**src/verilog/fpga_rt_pkg.sv**
```systemverilog
//********************
// Run-time wrapper shared definitions
// Register map, widths, FIFO depths and host bus types
//********************
package fpga_rt_pkg;

    // Host bus widths
    localparam int reg_addr_w = 8;
    localparam int reg_data_w = 32;

    // Register byte addresses
    localparam logic [reg_addr_w-1:0] addr_itrng_divisor = 8'h04;
    localparam logic [reg_addr_w-1:0] addr_itrng_data    = 8'h08;  // Write pushes a word
    localparam logic [reg_addr_w-1:0] addr_itrng_status  = 8'h0C;
    localparam logic [reg_addr_w-1:0] addr_log_data      = 8'h10;  // Read pops a char
    localparam logic [reg_addr_w-1:0] addr_log_status    = 8'h14;
    localparam logic [reg_addr_w-1:0] addr_cycle_count   = 8'h18;

    // Status and control bit positions
    localparam int stat_empty_bit  = 0;
    localparam int stat_full_bit   = 1;
    localparam int itrng_clear_bit = 2;

    // Log character path
    localparam int log_char_w     = 8;
    localparam int log_fifo_depth = 16;
    localparam int log_ptr_w      = $clog2(log_fifo_depth);

    // Entropy path
    localparam int nibble_w         = 4;
    localparam int nibbles_per_word = 8;
    localparam int nib_idx_w        = $clog2(nibbles_per_word);
    localparam int itrng_fifo_depth = 4;
    localparam int itrng_ptr_w      = $clog2(itrng_fifo_depth);

    // Host request, 41 bits
    typedef struct packed {
        logic                  write;
        logic [reg_addr_w-1:0] addr;
        logic [reg_data_w-1:0] wdata;
    } reg_req_t;

    // Host response, 33 bits
    typedef struct packed {
        logic [reg_data_w-1:0] rdata;
        logic                  err;
    } reg_rsp_t;

    // Entropy word, written whole and consumed a nibble at a time
    // Nibble 0 sits in bits 3:0
    typedef union packed {
        logic [reg_data_w-1:0]                     word;
        logic [nibbles_per_word-1:0][nibble_w-1:0] nib;
    } itrng_word_u;

endpackage

```
**src/verilog/fpga_rt_top.sv**
```systemverilog
//********************
// FPGA run-time wrapper top level
// Host registers, log FIFO and TRNG feeder
//********************
module fpga_rt_top import fpga_rt_pkg::*; (
    input  logic                  core_clk,
    input  logic                  hwif_out,
    input  logic                  req_valid,
    input  reg_req_t              req,
    output logic                  req_ready,
    output logic                  rsp_valid,
    output reg_rsp_t              rsp,
    input  logic                  rsp_ready,
    input  logic                  log_char_valid,
    input  logic [log_char_w-1:0] log_char,
    input  logic                  etrng_req,
    output logic                  itrng_valid,
    output logic [nibble_w-1:0]   itrng_data
);

    // Register block to FIFOs
    logic [log_char_w-1:0] log_head;
    logic                  log_empty;
    logic                  log_full;
    logic                  log_pop;
    logic                  itrng_empty;
    logic                  itrng_full;
    logic                  itrng_push;
    logic [reg_data_w-1:0] itrng_word;
    logic                  itrng_clear;
    logic [reg_data_w-1:0] itrng_divisor;

    rt_reg_block u_regs (
        .core_clk      (core_clk),
        .hwif_out      (hwif_out),
        .req_valid     (req_valid),
        .req           (req),
        .req_ready     (req_ready),
        .rsp_valid     (rsp_valid),
        .rsp           (rsp),
        .rsp_ready     (rsp_ready),
        .log_head      (log_head),
        .log_empty     (log_empty),
        .log_full      (log_full),
        .log_pop       (log_pop),
        .itrng_empty   (itrng_empty),
        .itrng_full    (itrng_full),
        .itrng_push    (itrng_push),
        .itrng_word    (itrng_word),
        .itrng_clear   (itrng_clear),
        .itrng_divisor (itrng_divisor)
    );

    log_char_fifo u_log_fifo (
        .core_clk       (core_clk),
        .hwif_out       (hwif_out),
        .log_char_valid (log_char_valid),
        .log_char       (log_char),
        .log_pop        (log_pop),
        .log_head       (log_head),
        .log_empty      (log_empty),
        .log_full       (log_full)
    );

    itrng_feeder u_itrng (
        .core_clk      (core_clk),
        .hwif_out      (hwif_out),
        .itrng_push    (itrng_push),
        .itrng_word    (itrng_word),
        .itrng_clear   (itrng_clear),
        .itrng_divisor (itrng_divisor),
        .etrng_req     (etrng_req),
        .itrng_empty   (itrng_empty),
        .itrng_full    (itrng_full),
        .itrng_valid   (itrng_valid),
        .itrng_data    (itrng_data)
    );

endmodule

```
**src/verilog/itrng_feeder.sv**
```systemverilog
//********************
// Internal TRNG feeder
// Queues host entropy words and hands them out as nibbles,
// lowest first, paced by a divisor-reloaded down-counter
//********************
module itrng_feeder import fpga_rt_pkg::*; (
    input  logic                  core_clk,
    input  logic                  hwif_out,
    input  logic                  itrng_push,
    input  logic [reg_data_w-1:0] itrng_word,
    input  logic                  itrng_clear,
    input  logic [reg_data_w-1:0] itrng_divisor,
    input  logic                  etrng_req,
    output logic                  itrng_empty,
    output logic                  itrng_full,
    output logic                  itrng_valid,
    output logic [nibble_w-1:0]   itrng_data
);

    itrng_word_u            words [itrng_fifo_depth];
    logic [itrng_ptr_w-1:0] wr_ptr;
    logic [itrng_ptr_w-1:0] rd_ptr;
    logic [itrng_ptr_w:0]   count;
    logic [nib_idx_w-1:0]   nib_idx;
    logic [reg_data_w-1:0]  throttle;
    logic                   push_en;
    logic                   grant;
    logic                   last_nib;
    logic                   pop_en;

    assign itrng_empty = (count == '0);
    assign itrng_full  = (count == (itrng_ptr_w + 1)'(itrng_fifo_depth));

    assign push_en  = itrng_push & ~itrng_full;
    assign grant    = (throttle == '0) & etrng_req & ~itrng_empty;
    assign last_nib = (nib_idx == nib_idx_w'(nibbles_per_word - 1));
    assign pop_en   = grant & last_nib;  // Word retires with its eighth nibble

    always_ff @(posedge core_clk) begin
        if (push_en) begin
            words[wr_ptr].word <= itrng_word;
        end
    end

    // Queue pointers and nibble index
    always_ff @(posedge core_clk or negedge hwif_out) begin
        if (!hwif_out) begin
            wr_ptr  <= '0;
            rd_ptr  <= '0;
            count   <= '0;
            nib_idx <= '0;
        end else if (itrng_clear) begin
            wr_ptr  <= '0;  // Host-requested flush
            rd_ptr  <= '0;
            count   <= '0;
            nib_idx <= '0;
        end else begin
            if (push_en) begin
                wr_ptr <= wr_ptr + 1'b1;
            end
            if (grant) begin
                nib_idx <= nib_idx + 1'b1;  // Wraps to 0 after the eighth nibble
            end
            if (pop_en) begin
                rd_ptr <= rd_ptr + 1'b1;
            end
            case ({push_en, pop_en})
                2'b10:   count <= count + 1'b1;
                2'b01:   count <= count - 1'b1;
                default: count <= count;
            endcase
        end
    end

    // Throttle giving one grant slot every divisor+1 cycles
    always_ff @(posedge core_clk or negedge hwif_out) begin
        if (!hwif_out) begin
            throttle    <= '0;
            itrng_valid <= 1'b0;
        end else begin
            itrng_valid <= grant;
            if (throttle == '0) begin
                throttle <= itrng_divisor;
            end else begin
                throttle <= throttle - 1'b1;
            end
        end
    end

    always_ff @(posedge core_clk) begin
        if (grant) begin
            itrng_data <= words[rd_ptr].nib[nib_idx];
        end
    end

    // Back-to-back pulses only with a zero divisor at the reload
    itrng_pace_a: assert property (@(posedge core_clk) disable iff (!hwif_out)
        itrng_valid && ($past(itrng_divisor) != '0) |=> !itrng_valid);

endmodule

```
**src/verilog/log_char_fifo.sv**
```systemverilog
//********************
// Debug log character FIFO
// Fall-through head, drops characters while full
//********************
module log_char_fifo import fpga_rt_pkg::*; (
    input  logic                  core_clk,
    input  logic                  hwif_out,
    input  logic                  log_char_valid,
    input  logic [log_char_w-1:0] log_char,
    input  logic                  log_pop,
    output logic [log_char_w-1:0] log_head,
    output logic                  log_empty,
    output logic                  log_full
);

    logic [log_char_w-1:0] mem [log_fifo_depth];
    logic [log_ptr_w-1:0]  wr_ptr;
    logic [log_ptr_w-1:0]  rd_ptr;
    logic [log_ptr_w:0]    count;
    logic                  wr_en;
    logic                  rd_en;

    assign log_empty = (count == '0);
    assign log_full  = (count == (log_ptr_w + 1)'(log_fifo_depth));

    assign wr_en = log_char_valid & ~log_full;  // Overflow is lost
    assign rd_en = log_pop & ~log_empty;

    assign log_head = mem[rd_ptr];  // Fall-through

    always_ff @(posedge core_clk) begin
        if (wr_en) begin
            mem[wr_ptr] <= log_char;
        end
    end

    always_ff @(posedge core_clk or negedge hwif_out) begin
        if (!hwif_out) begin
            wr_ptr <= '0;
            rd_ptr <= '0;
            count  <= '0;
        end else begin
            if (wr_en) begin
                wr_ptr <= wr_ptr + 1'b1;  // Depth is a power of two
            end
            if (rd_en) begin
                rd_ptr <= rd_ptr + 1'b1;
            end
            case ({wr_en, rd_en})
                2'b10:   count <= count + 1'b1;
                2'b01:   count <= count - 1'b1;
                default: count <= count;
            endcase
        end
    end

    // Occupancy bound
    log_occ_a: assert property (@(posedge core_clk) disable iff (!hwif_out)
        count <= (log_ptr_w + 1)'(log_fifo_depth));

endmodule

```
**src/verilog/rt_reg_block.sv**
```systemverilog
//********************
// Host register block
// Single outstanding valid/ready request, registered response,
// divisor register and free-running cycle counter
//********************
module rt_reg_block import fpga_rt_pkg::*; (
    input  logic                  core_clk,
    input  logic                  hwif_out,
    input  logic                  req_valid,
    input  reg_req_t              req,
    output logic                  req_ready,
    output logic                  rsp_valid,
    output reg_rsp_t              rsp,
    input  logic                  rsp_ready,
    input  logic [log_char_w-1:0] log_head,
    input  logic                  log_empty,
    input  logic                  log_full,
    output logic                  log_pop,
    input  logic                  itrng_empty,
    input  logic                  itrng_full,
    output logic                  itrng_push,
    output logic [reg_data_w-1:0] itrng_word,
    output logic                  itrng_clear,
    output logic [reg_data_w-1:0] itrng_divisor
);

    logic                  accept;
    logic                  div_we;
    reg_rsp_t              rsp_d;
    logic [reg_data_w-1:0] cycle_count;

    // Busy from acceptance until the response leaves
    assign req_ready = ~rsp_valid;
    assign accept    = req_valid & req_ready;

    assign itrng_word = req.wdata;  // Only sampled on a push

    // Address decode, strobes and next response
    always_comb begin
        rsp_d       = '0;
        div_we      = 1'b0;
        log_pop     = 1'b0;
        itrng_push  = 1'b0;
        itrng_clear = 1'b0;
        case (req.addr)
            addr_itrng_divisor: begin
                if (req.write) begin
                    div_we = accept;
                end else begin
                    rsp_d.rdata = itrng_divisor;
                end
            end
            addr_itrng_data: begin
                itrng_push = accept & req.write;  // Reads return zero
            end
            addr_itrng_status: begin
                if (req.write) begin
                    itrng_clear = accept & req.wdata[itrng_clear_bit];
                end else begin
                    rsp_d.rdata[stat_empty_bit] = itrng_empty;
                    rsp_d.rdata[stat_full_bit]  = itrng_full;
                end
            end
            addr_log_data: begin
                if (req.write) begin
                    rsp_d.err = 1'b1;
                end else begin
                    // Head and valid as seen at acceptance
                    rsp_d.rdata[log_char_w-1:0] = log_head;
                    rsp_d.rdata[log_char_w]     = ~log_empty;
                    log_pop                     = accept;
                end
            end
            addr_log_status: begin
                if (req.write) begin
                    rsp_d.err = 1'b1;
                end else begin
                    rsp_d.rdata[stat_empty_bit] = log_empty;
                    rsp_d.rdata[stat_full_bit]  = log_full;
                end
            end
            addr_cycle_count: begin
                if (req.write) begin
                    rsp_d.err = 1'b1;
                end else begin
                    rsp_d.rdata = cycle_count;
                end
            end
            default: begin
                rsp_d.err = 1'b1;  // Unmapped
            end
        endcase
    end

    always_ff @(posedge core_clk or negedge hwif_out) begin
        if (!hwif_out) begin
            rsp_valid <= 1'b0;
        end else if (accept) begin
            rsp_valid <= 1'b1;
        end else if (rsp_ready) begin
            rsp_valid <= 1'b0;
        end
    end

    // Response payload, loaded only at acceptance
    always_ff @(posedge core_clk) begin
        if (accept) begin
            rsp <= rsp_d;
        end
    end

    always_ff @(posedge core_clk or negedge hwif_out) begin
        if (!hwif_out) begin
            itrng_divisor <= '0;
            cycle_count   <= '0;
        end else begin
            cycle_count <= cycle_count + 1'b1;
            if (div_we) begin
                itrng_divisor <= req.wdata;
            end
        end
    end

    // Response must hold still while the host stalls it
    rsp_hold_a: assert property (@(posedge core_clk) disable iff (!hwif_out)
        rsp_valid && !rsp_ready |=> rsp_valid && $stable(rsp));

endmodule
```
**config.mk**
```make
export PLATFORM = sky130hd
export DESIGN_NAME = fpga_rt_top
export DESIGN_NICKNAME = d
export VERILOG_FILES = /design/src/verilog/fpga_rt_pkg.sv /design/src/verilog/fpga_rt_top.sv /design/src/verilog/itrng_feeder.sv /design/src/verilog/log_char_fifo.sv /design/src/verilog/rt_reg_block.sv
export SDC_FILE = /design/constraint.sdc
export NUM_CORES = 1
export LEC_CHECK = 0
export ABC_AREA = 1
export CORE_MARGIN = 1.5
export CORE_UTILIZATION = 40
export CTS_CLUSTER_DIAMETER = 120
export DETAILED_ROUTE_END_ITERATION = 10
export DONT_BUFFER_PORTS = 1
export HOLD_SLACK_MARGIN = 0.08
export SYNTH_ARGS = -nofsm -noshare
export SYNTH_HDL_FRONTEND = slang
export SYNTH_HIERARCHICAL = 1
export SYNTH_SLANG_ARGS = --single-unit
```
**constraint.sdc**
```tcl
create_clock -name core_clk -period 2.6 [get_ports core_clk]
set_input_delay 0 -clock core_clk [delete_from_list [all_inputs] [get_ports core_clk]]
set_output_delay 0 -clock core_clk [all_outputs]
set_load 0.01 [all_outputs]
```
Word level (Yosys, flattened, before mapping)
Memories as Yosys holds them, arrays and structs flattened.
Cells that the tools add are included.
{"block": "totals", "reg_bits": 158, "mem_bits_rw": 256, "input_bits": 55, "output_inout_bits": 40, "word_cells": 102, "memories": 2}
{"block": "op_classes", "add_sub_neg": 11, "order_cmp": 1, "eq_ne": 13, "mux": 35, "n_bitwise": 14, "reduce_logical": 11}
{"name": "u_itrng.words", "depth": 4, "width": 32, "read_ports": 1, "rd_ports_with_merged_regs": 0, "wr": 1, "line_no": "itrng_feeder.sv:20", "text": "itrng_word_u words [itrng_fifo_depth];"}
{"name": "u_log_fifo.mem", "depth": 16, "width": 8, "read_ports": 1, "rd_ports_with_merged_regs": 0, "wr": 1, "line_no": "log_char_fifo.sv:16", "text": "logic [log_char_w-1:0] mem [log_fifo_depth];"}
{"op": "32-bit two-way mux", "n": 3}
{"op": "23-bit case mux with 2 select lines", "n": 1}
{"op": "32-bit by 1-bit adder with 32-bit output (second input constant)", "n": 1}
{"op": "32-bit logical NOT", "n": 1}
{"op": "32-bit by 1-bit subtractor with 32-bit output (second input constant)", "n": 1}
{"op": "8-bit by 5-bit == test with 1-bit output (second input constant)", "n": 3}
{"op": "7-bit case mux with 3 select lines", "n": 1}
{"op": "8-bit by 4-bit == test with 1-bit output (second input constant)", "n": 2}
{"op": "1-bit two-way mux", "n": 14}
{"op": "4-bit binary-select mux with 3-bit select", "n": 1}
{"op": "2-bit two-way mux", "n": 6}
{"op": "2-bit case mux with 5 select lines", "n": 1}
{"op": "5-bit case mux with 2 select lines", "n": 1}
{"op": "2-bit nonzero test", "n": 5}
{"op": "1-bit AND", "n": 9}
{"op": "3-bit two-way mux", "n": 3}
{"op": "9-bit two-way mux", "n": 1}
{"op": "4-bit by 1-bit adder with 4-bit output (second input constant)", "n": 2}
{"op": "8-bit by 3-bit == test with 1-bit output (second input constant)", "n": 1}
{"op": "3-bit by 1-bit adder with 3-bit output (second input constant)", "n": 2}
{"op": "3-bit == test (second input constant)", "n": 2}
{"op": "3-bit case mux with 2 select lines", "n": 1}
{"op": "3-bit OR reduction", "n": 2}
{"op": "5-bit by 1-bit adder with 5-bit output (second input constant)", "n": 1}
{"op": "13 further kinds", "n": 20}

Longest topological paths before layout
Gate-level depths: netlist (run 1).
{"block": "logic_depth", "ltp_word": 8, "mapped_depth": 18, "depth_no_buf": 18}

Modules after synthesis
Netlist (run 1), hierarchy kept.
{"mod": "itrng_feeder", "n_inst": 1, "cells_each": 715, "area_each_um2": 7785.0, "seq_area_each_um2": 5039.8}
{"mod": "log_char_fifo", "n_inst": 1, "cells_each": 621, "area_each_um2": 6231.0, "seq_area_each_um2": 4169.0}
{"mod": "rt_reg_block", "n_inst": 1, "cells_each": 610, "area_each_um2": 5118.7, "seq_area_each_um2": 2617.5}

Least setup slack after synthesis (run 1)
No wires, ideal clock.
{"block": "synth_timing", "path_kind": "register -> register", "startpoint": "reg u_regs.rsp_valid", "endpoint": "mem u_itrng/words[0][0] (netlist bit) (enable)", "setup_ps": 421, "arrival_ps": 2551, "required_ps": 2179, "setup_slack_ps": -372, "stages_incl_launch_ff": 8, "path_buffers": 0, "period_less_slack_ps": 2972, "path_cell_list": "dfrtp_1 inv_1 nand2_1 nor2_2 inv_1 nor2_1 o21ai_2 nor2_1"}
{"block": "synth_via", "elab_chain_len": 7}
{"element": "start: declaration", "line_no": "rt_reg_block.sv:12", "text": "output logic rsp_valid,"}
{"element": "start signal: assignment", "line_no": "rt_reg_block.sv:97", "text": "rsp_valid <= 1'b0;"}
{"element": "start signal: assignment", "line_no": "rt_reg_block.sv:99", "text": "rsp_valid <= 1'b1;"}
{"element": "start signal: assignment", "line_no": "rt_reg_block.sv:101", "text": "rsp_valid <= 1'b0;"}
{"element": "1-bit inverter", "line_no": "rt_reg_block.sv:33", "text": "assign req_ready = ~rsp_valid;"}
{"element": "net req_ready", "line_no": "fpga_rt_top.sv:10", "text": "output logic req_ready,"}
{"element": "1-bit AND", "line_no": "rt_reg_block.sv:34", "text": "assign accept = req_valid & req_ready;"}
{"element": "1-bit AND", "line_no": "rt_reg_block.sv:54", "text": "itrng_push = accept & req.write;"}
{"element": "1-bit two-way mux", "line_no": "rt_reg_block.sv:45", "text": "case (req.addr)"}
{"element": "net itrng_push", "line_no": "fpga_rt_top.sv:28", "text": "logic itrng_push;"}
{"element": "1-bit AND", "line_no": "itrng_feeder.sv:34", "text": "assign push_en = itrng_push & ~itrng_full;"}
{"element": "1-bit two-way mux", "line_no": "itrng_feeder.sv:40", "text": "if (push_en) begin"}
{"element": "1-bit two-way mux (implied by the code)", "line_no": "itrng_feeder.sv:41", "text": "words[wr_ptr].word <= itrng_word;"}
{"element": "end: declaration", "line_no": "itrng_feeder.sv:20"}
The timed path passes the listed nets, and every way through them passes these cells.

Worst setup path after layout (run 1)
{"block": "layout_timing", "startpoint": "reg u_regs.rsp_valid", "endpoint": "reg u_itrng.count[2]"}
{"block": "layout_via", "elab_chain_len": 8, "word_cells_on_any_way": 13, "cone_classes": "2 x eq/ne; 5 x mux; 5 x bitwise; 1 x reduce/logical"}
{"element": "1-bit inverter *", "line_no": "rt_reg_block.sv:33"}
{"element": "net req_ready", "line_no": "fpga_rt_top.sv:10"}
{"element": "1-bit AND *", "line_no": "rt_reg_block.sv:34"}
{"element": "1-bit AND *", "line_no": "rt_reg_block.sv:54"}
{"element": "1-bit two-way mux *", "line_no": "rt_reg_block.sv:45"}
{"element": "net itrng_push", "line_no": "fpga_rt_top.sv:28"}
{"element": "1-bit AND *", "line_no": "itrng_feeder.sv:34"}
{"element": "2-bit by 1-bit == test with 1-bit output / 2-bit == test (equally long branches)", "line_no": "itrng_feeder.sv:67", "text": "case ({push_en, pop_en})"}
{"element": "3-bit case mux with 2 select lines", "line_no": "itrng_feeder.sv:67"}
{"element": "3-bit two-way mux", "line_no": "itrng_feeder.sv:52", "text": "end else if (itrng_clear) begin"}
{"element": "end signal: assignment", "line_no": "itrng_feeder.sv:68", "text": "2'b10: count <= count + 1'b1;"}
{"element": "end signal: assignment", "line_no": "itrng_feeder.sv:69", "text": "2'b01: count <= count - 1'b1;"}
{"element": "end signal: assignment", "line_no": "itrng_feeder.sv:70", "text": "default: count <= count;"}
{"element": "end: declaration", "line_no": "itrng_feeder.sv:23", "text": "logic [itrng_ptr_w:0] count;"}
Mark *: on every way through the listed nets, which the timed path passes. The rest lies on a longest branch.
A chain may end at the register's enable or synchronous reset.

==> flow_metrics.tcl, run 1 <==
set metrics [dict create \
    cts_made_buffers 46 \
    ys_seq_area_share_pct 61.8 \
    power.density_nw_per_um2 758 \
    dieArea_um2 49200 \
    path_cells "inv_1 -> nand2_1 -> nor2_4 -> inv_1 -> nor2_1 -> o21ai_2 -> nand4_4 -> inv_1 -> fa_1 -> xor2_2 -> nand3_1 -> o21ai_1 -> nand2_1 -> nand2_1" \
    syn_inst 1946 \
    path_max_fanout 4 \
    required_ns 3.13 \
    grt_overflow_total 0 \
    gp_congestion 0.873 \
    final_layout_size_suffix_gt1_share_pct 9.49 \
    relSlewSlack_pct 49.1 \
    violations "hold timing" \
    slowest_stage "dfrtp_1" \
    status "finished, violations left" \
    yosysUniqueCellTypes 42 \
    ctsHoldBuffers 58 \
    grtUsageMet2_pct 30.4 \
    synth_warnings 6 \
    fin_crit_ns 2.55 \
    wl_per_cell_um 18.1 \
    netlist_area_um2 19100 \
    setup_viol 0 \
    grt_pass1_vias 12958 \
    io_pins 95 \
    cts_sinks 414 \
    worstSetupPathType "flip-flop to flip-flop" \
    cp-end-kind "flip-flop" \
    fin_nets 2071 \
    timing.hold.ws_ns -0.886 \
    synth-seq-cells 414 \
    cpPeakStageDelay_ns 0.42 \
    drtAntennaViolNets 0 \
    core_um2 46900 \
    fmax_mhz 392 \
    h-tree-depth 2 \
    leakagePower_nw 9.02 \
    drcViolationCount 0 \
    rsz0062_at_grt "no" \
    wirelength_mm 47.8 \
    fill_cells 4382 \
    worstMarginPinSlew_ns 0.761 \
    path_clk_slew_ns 0.06 \
    start_util_pct 40.8 \
    dpl.hpwl_mm 31.7 \
    grt_pass1_wl_mm 74.4 \
    vias_per_cell 5.16 \
    multi_input_area_um2 6220 \
    vias 13641 \
    power_w 0.0166 \
    cp-start-kind "flip-flop" \
    hp-class "input pin to asynchronous set/reset pin" \
    cp_data_arrival_time_ns 3.08 \
    met1_usage_pct 27.4 \
    port_buffers 0 \
    synth_nets 2021 \
    grtUsageTotal_pct 19.4 \
    clockRootBuffer "clkbuf_16" \
    finalClockSkew_ns 0.0269 \
    rows 79 \
    antenna_found_initial 4 \
    die_width_um 222 \
    drv_cap 0 \
    met3_usage_pct 4.07 \
    hold_violations 121 \
    fin_area_um2 21900 \
    clk_latency_ns 0.59 \
    place_ws_ns 0.176 \
    grt_max_degree 122 \
    syn_avg_cell_area_um2 9.83 \
    busiest_layer "met2" \
    final_max_slew_viol_count 0 \
    drt-initial-drc-count 1203 \
    place_area_um2 19700 \
    cts.path.max_buffers 3 \
    postLayoutSetupSlackWorst_ns 0.0517 \
    layout_worst_path_cycle_share_pct 98.0 \
    cts_tree "done" \
    seqCellArea_um2 11800 \
    die_h_um 222 \
    firstDrtPassIters 5 \
    area_delta_synth_final_pct 14.4 \
    peakVddDrop_mv 0.504 \
]
-- cell usage in the layout (no fill, tap or decap), types with 4 or more instances in the layout --
master / instances
dfrtp_1: 119
clkbuf_16: 47
nand2_1: 585
dlygate4sd3_1: 55
xor2_1: 20
edfxtp_1: 293
xnor2_1: 20
nand3_2: 11
buf_12: 5
nand2_2: 11
ha_1: 17
clkbuf_8: 4
inv_2: 10
buf_4: 40
clkinv_1: 4
clkbuf_1: 12
a31oi_1: 5
o21ai_0: 91
o21ai_1: 4
nand3b_1: 15
nor2_1: 256
nand4_1: 21
bufinv_16: 5
nand3_1: 143
inv_1: 125
clkinv_2: 12
o221ai_1: 32
nor2_4: 20
a21oi_1: 10
nor2_2: 11
-- worst max-delay path: cells and delay by family, from the launching register on --
family | cells | cell delay (ns)
AND/OR/NAND/NOR | 7 | 0.95
XOR/XNOR | 1 | 0.21
buffers and inverters | 3 | 0.26
AO/OA/AOI/OAI | 2 | 0.23
flip-flops | 1 | 0.42
adder cells (fa/ha/maj) | 1 | 0.42
-- metrics by stage --
step | TNS, ns | util (%) | hold slack [ns] | cells
3_5_place_dp | 0 | 42.0 | -0.285 | 2496
4_1_cts | 0 | 46.6 | -0.919 | 2640
6_report | 0 | 46.7 | -0.886 | 2644
3_3_place_gp | 0 | 42.0 | -0.286 | 2496
2_1_floorplan | -47.60 | - | -0.296 | 1946
5_1_grt | 0 | 46.7 | -0.916 | 2642
-- Yosys cell counts (all sizes together) --
| master | instances | area [um2] |
|---|---|---|
| dfrtp | 121 | 3030 |
| nand3 | 154 | 826 |
| or2 | 3 | 18.8 |
| a31oi | 5 | 31.3 |
| nand4 | 22 | 153 |
| clkbuf | 18 | 67.6 |
| a211oi | 3 | 22.5 |
| xnor2 | 20 | 175 |
| nor3 | 4 | 25.0 |
| inv | 135 | 507 |
| nand3b | 15 | 113 |
| nor2 | 287 | 1210 |
| ha | 18 | 225 |
| nand2 | 598 | 2290 |
| nor4 | 1 | 6.26 |
| fa | 2 | 40.0 |
| o31ai | 1 | 7.51 |
| a21oi | 10 | 50.1 |
| o21ai | 96 | 484 |
| buf | 82 | 563 |
| edfxtp | 293 | 8800 |
| o211ai | 2 | 15.0 |
| clkinv | 3 | 12.5 |
| xor2 | 21 | 184 |
| o221ai | 32 | 280 |
-- flip-flops by register name, summed over array words and instances, names as in the netlist --
register and cells:
u_regs/rsp_valid 1, u_log_fifo/wr_ptr 4, u_itrng/nib_idx 3, u_itrng/throttle 32, u_log_fifo/count 5, u_itrng/rd_ptr 2
u_regs/itrng_divisor 32, u_itrng/itrng_data 4, u_itrng/itrng_valid 1, u_itrng/words 128, u_itrng/wr_ptr 2, u_regs/cycle_count 32
u_regs/rsp 33, u_itrng/count 3, u_log_fifo/rd_ptr 4, u_log_fifo/mem 128
-- worst paths after layout --
path	slack [ns]	start	cells after the start	end
max	0.05	u_regs/rsp_valid	14	u_itrng/count[2]
min	-0.89	hwif_out	0	u_regs/itrng_divisor[16]
max reg2reg	0.05	u_regs/rsp_valid	14	u_itrng/count[2]
min reg2reg	0.51	u_regs/cycle_count[31]	2	u_regs/cycle_count[31]
max in group asynchronous	3.22	hwif_out	0	u_log_fifo/rd_ptr[0]
min in group core_clk	0.10	req[38]	9	u_log_fifo/rd_ptr[3]
-- report_power, final --
group,switching [W],internal (W)
logic,0.00126,0.000683
registers,0.000409,0.00758
clock network,0.00268,0.00397
-- cells by family (layout without fill, tap and decap cells) --
logic type	after synthesis	count (layout)	share of synthesized area, %
adder cells (fa/ha/maj)	20	20	1.39
buffers and inverters	238	326	6.01
XOR/XNOR	41	41	1.88
AO/OA/AOI/OAI	149	149	4.66
other	0	3	0
AND/OR/NAND/NOR	1084	1084	24.3
flip-flops	414	414	61.8
-- routing by layer --
| layer | vias up | share of wire, % | wire (um) |
|---|---|---|---|
| met5 | - | 0.052 | 25 |
| met3 | 63 | 6.7 | 3190 |
| met1 | 6583 | 46 | 21800 |
| met4 | 4 | 1.8 | 853 |
| li1 | 6555 | - | - |
| met2 | 436 | 46 | 21900 |
-- final cells by class --
type                            instances  area share [%]
Sequential cell                       414            54.1
Timing Repair Buffer                  102            4.46
Antenna cell                            3          0.0343
Clock inverter                         23            1.33
Tap cell                              607            3.47
Clock buffer                           63            5.83
Multi-Input combinational cell       1294            28.4
Inverter                              138            2.37
-- repair_timing --
item	4_1_cts	5_1_grt
endpoints found under the setup margin	0	3
buffers inserted	0	2
resized for setup	0	8
endpoints found under the hold margin	473	121
Note: power is estimated with default switching activity, not from simulation.
==> run 2, diff against run 1 <==
- clock period: 2.6 -> 2.9 ns (I/O delays scaled with it)
==> flow_metrics.tcl, run 2 (synthesized netlist as in run 1, its figures left out) <==
set metrics [dict create \
    cts.path.max_buffers 3 \
    wirelength_mm 47.5 \
    area_delta_synth_final_pct 13.4 \
    cp_top_family "buffers and inverters" \
    grt_pass1_vias 12788 \
    cp_data_arrival_time_ns 3.16 \
    grt_max_degree 122 \
    path_clk_slew_ns 0.06 \
    vias 13556 \
    fin_util_pct 46.3 \
    path_cells "dlygate4sd3_1 -> inv_2 -> nand2_1 -> nor2_4 -> nand2_1 -> dlygate4sd3_1 -> nor3_2 -> nand2_2 -> inv_1 -> ha_4 -> inv_1 -> fa_1 -> inv_1 -> nand2_1 -> nand2_1 -> nand2_1 -> nand2_1 -> nand2_1 -> nand2_1 -> nand2_1" \
    multi_input_area_um2 6220 \
    hp-class "input pin to flip-flop" \
    rows 79 \
    layout_commonest_cell "nand2_1" \
    die_h_um 222 \
    leakagePower_nw 8.88 \
    power.density_nw_per_um2 673 \
    drv_cap 0 \
    worstSetupPathType "input pin to flip-flop" \
    final_layout_size_suffix_gt1_share_pct 8.57 \
    cp-end-kind "flip-flop" \
    cpPeakStageDelay_ns 0.62 \
    grtUsageTotal_pct 19.3 \
    setup_viol 0 \
    fmax_mhz 373 \
    drcViolationCount 0 \
    fin_nets 2056 \
    met1_usage_pct 27.2 \
    rsz0062_at_grt "no" \
    dieArea_um2 49200 \
    required_ns 3.38 \
    grt_pass1_wl_mm 74.1 \
    timing.hold.ws_ns 0.109 \
    core_um2 46900 \
    port_buffers 0 \
    clockRootBuffer "clkbuf_16" \
    wl_per_cell_um 18.1 \
    grtUsageMet2_pct 30.5 \
    peakVddDrop_mv 0.510 \
    top_regs "u_itrng/words (128), u_log_fifo/mem (128), u_regs/rsp (33)" \
    cp-start-kind "input pin" \
    cts_tree "done" \
    cts_made_buffers 45 \
    firstDrtPassIters 5 \
    cp_common_cell "nand2_1" \
    seqCellArea_um2 11800 \
    busiest_layer "met2" \
    clk_latency_ns 0.59 \
    cts_sinks 414 \
    fill_cells 4387 \
    final_cell_mix "nand2_1 (584), edfxtp_1 (293), nor2_1 (256)" \
    drtAntennaViolNets 0 \
    final_max_slew_viol_count 0 \
    power_w 0.0146 \
    crit_buf_inv 6 \
    worstMarginPinSlew_ns 0.862 \
    met3_usage_pct 3.82 \
    fin_crit_ns 2.68 \
    path_max_fanout 6 \
    die_width_um 222 \
    finalClockSkew_ns 0.0303 \
    vias_per_cell 5.16 \
    drt-initial-drc-count 1163 \
    h-tree-depth 2 \
    slowest_stage "dlygate4sd3_1" \
    hold_violations 0 \
    grt_overflow_total 0 \
    antenna_found_initial 2 \
    dpl.hpwl_mm 31.6 \
    io_pins 95 \
    gp_congestion 0.871 \
    status "complete, no violations" \
    layout_worst_path_cycle_share_pct 92.5 \
    relSlewSlack_pct 42.5 \
    start_util_pct 40.8 \
]
[run 2: changes by cell type in the layout (fill, tap and decap cells not counted), moves of 2 or more]
cell,previous run,this run
clkbuf_1,12,14
clkbuf_16,47,45
clkbuf_8,4,2
buf_4,40,24
dlygate4sd3_1,55,58
dlymetal6s4s_1,2,0
[run 2: through the flow]
stage / setup slack (ns) / cells / setup TNS [ns] / area (um2)
floorplan: -0.0719 / 1946 / -9.20 / 19100
global route: 0.00823 / 2626 / 0 / 21700
finish: 0.218 / 2627 / 0 / 21700
CTS: 0.0148 / 2623 / 0 / 21700
global placement: 0.383 / 2480 / 0 / 19600
detailed placement: 0.335 / 2480 / 0 / 19600
[run 2: power by group]
| group | internal, W | switching [W] | leakage (nW) |
|---|---|---|---|
| sequential | 0.00680 | 0.000367 | 4.24 |
| combinational | 0.000585 | 0.00116 | 3.93 |
| clock | 0.00331 | 0.00237 | 0.721 |
[run 2: layout make-up]
cell class / count / area share, %
Sequential cell: 414 / 54.5
Multi-Input combinational cell: 1294 / 28.7
Clock buffer: 61 / 5.56
Timing Repair Buffer: 88 / 4.09
Tap cell: 607 / 3.50
Inverter: 138 / 2.39
Clock inverter: 23 / 1.26
Antenna cell: 2 / 0.0231
[run 2: path summary, 6_finish.rpt]
path	slack, ns	endpoint	depth (start not counted)	startpoint
max	0.22	u_log_fifo/count[4]	20	req[35]
min	0.11	u_regs/rsp[9]	5	req[33]
max reg2reg	0.28	u_itrng/count[2]	14	u_regs/rsp_valid
min reg2reg	0.50	u_regs/cycle_count[0]	1	u_regs/cycle_count[0]
max in group asynchronous	2.28	u_log_fifo/rd_ptr[0]	2	hwif_out
min in group asynchronous	0.12	u_itrng/throttle[25]	2	hwif_out
[run 2: repair_timing]
item,in CTS,in global routing
hold endpoints to repair,470,0
hold buffers,59,0
resized for setup,0,5
buffers inserted,0,2
endpoints found under the setup margin,0,2
[run 2: routing by layer]
metal	part of all wire [%]	wire length (um)
met1	46	21700
met5	0	0
met4	2.0	967
met2	46	21700
met3	6.8	3220
[run 2: worst register-to-register path: stages, from the launching register on]
cell and delay (ns):
dfrtp_1 0.42, inv_1 0.15, nand2_1 0.22, nor2_4 0.16, inv_1 0.06, nor2_1 0.17
o21ai_2 0.23, nand4_4 0.18, inv_1 0.06, fa_1 0.37, xor2_1 0.21, nand3_1 0.11
o21ai_1 0.09, nand2_1 0.06, nand2_1 0.07
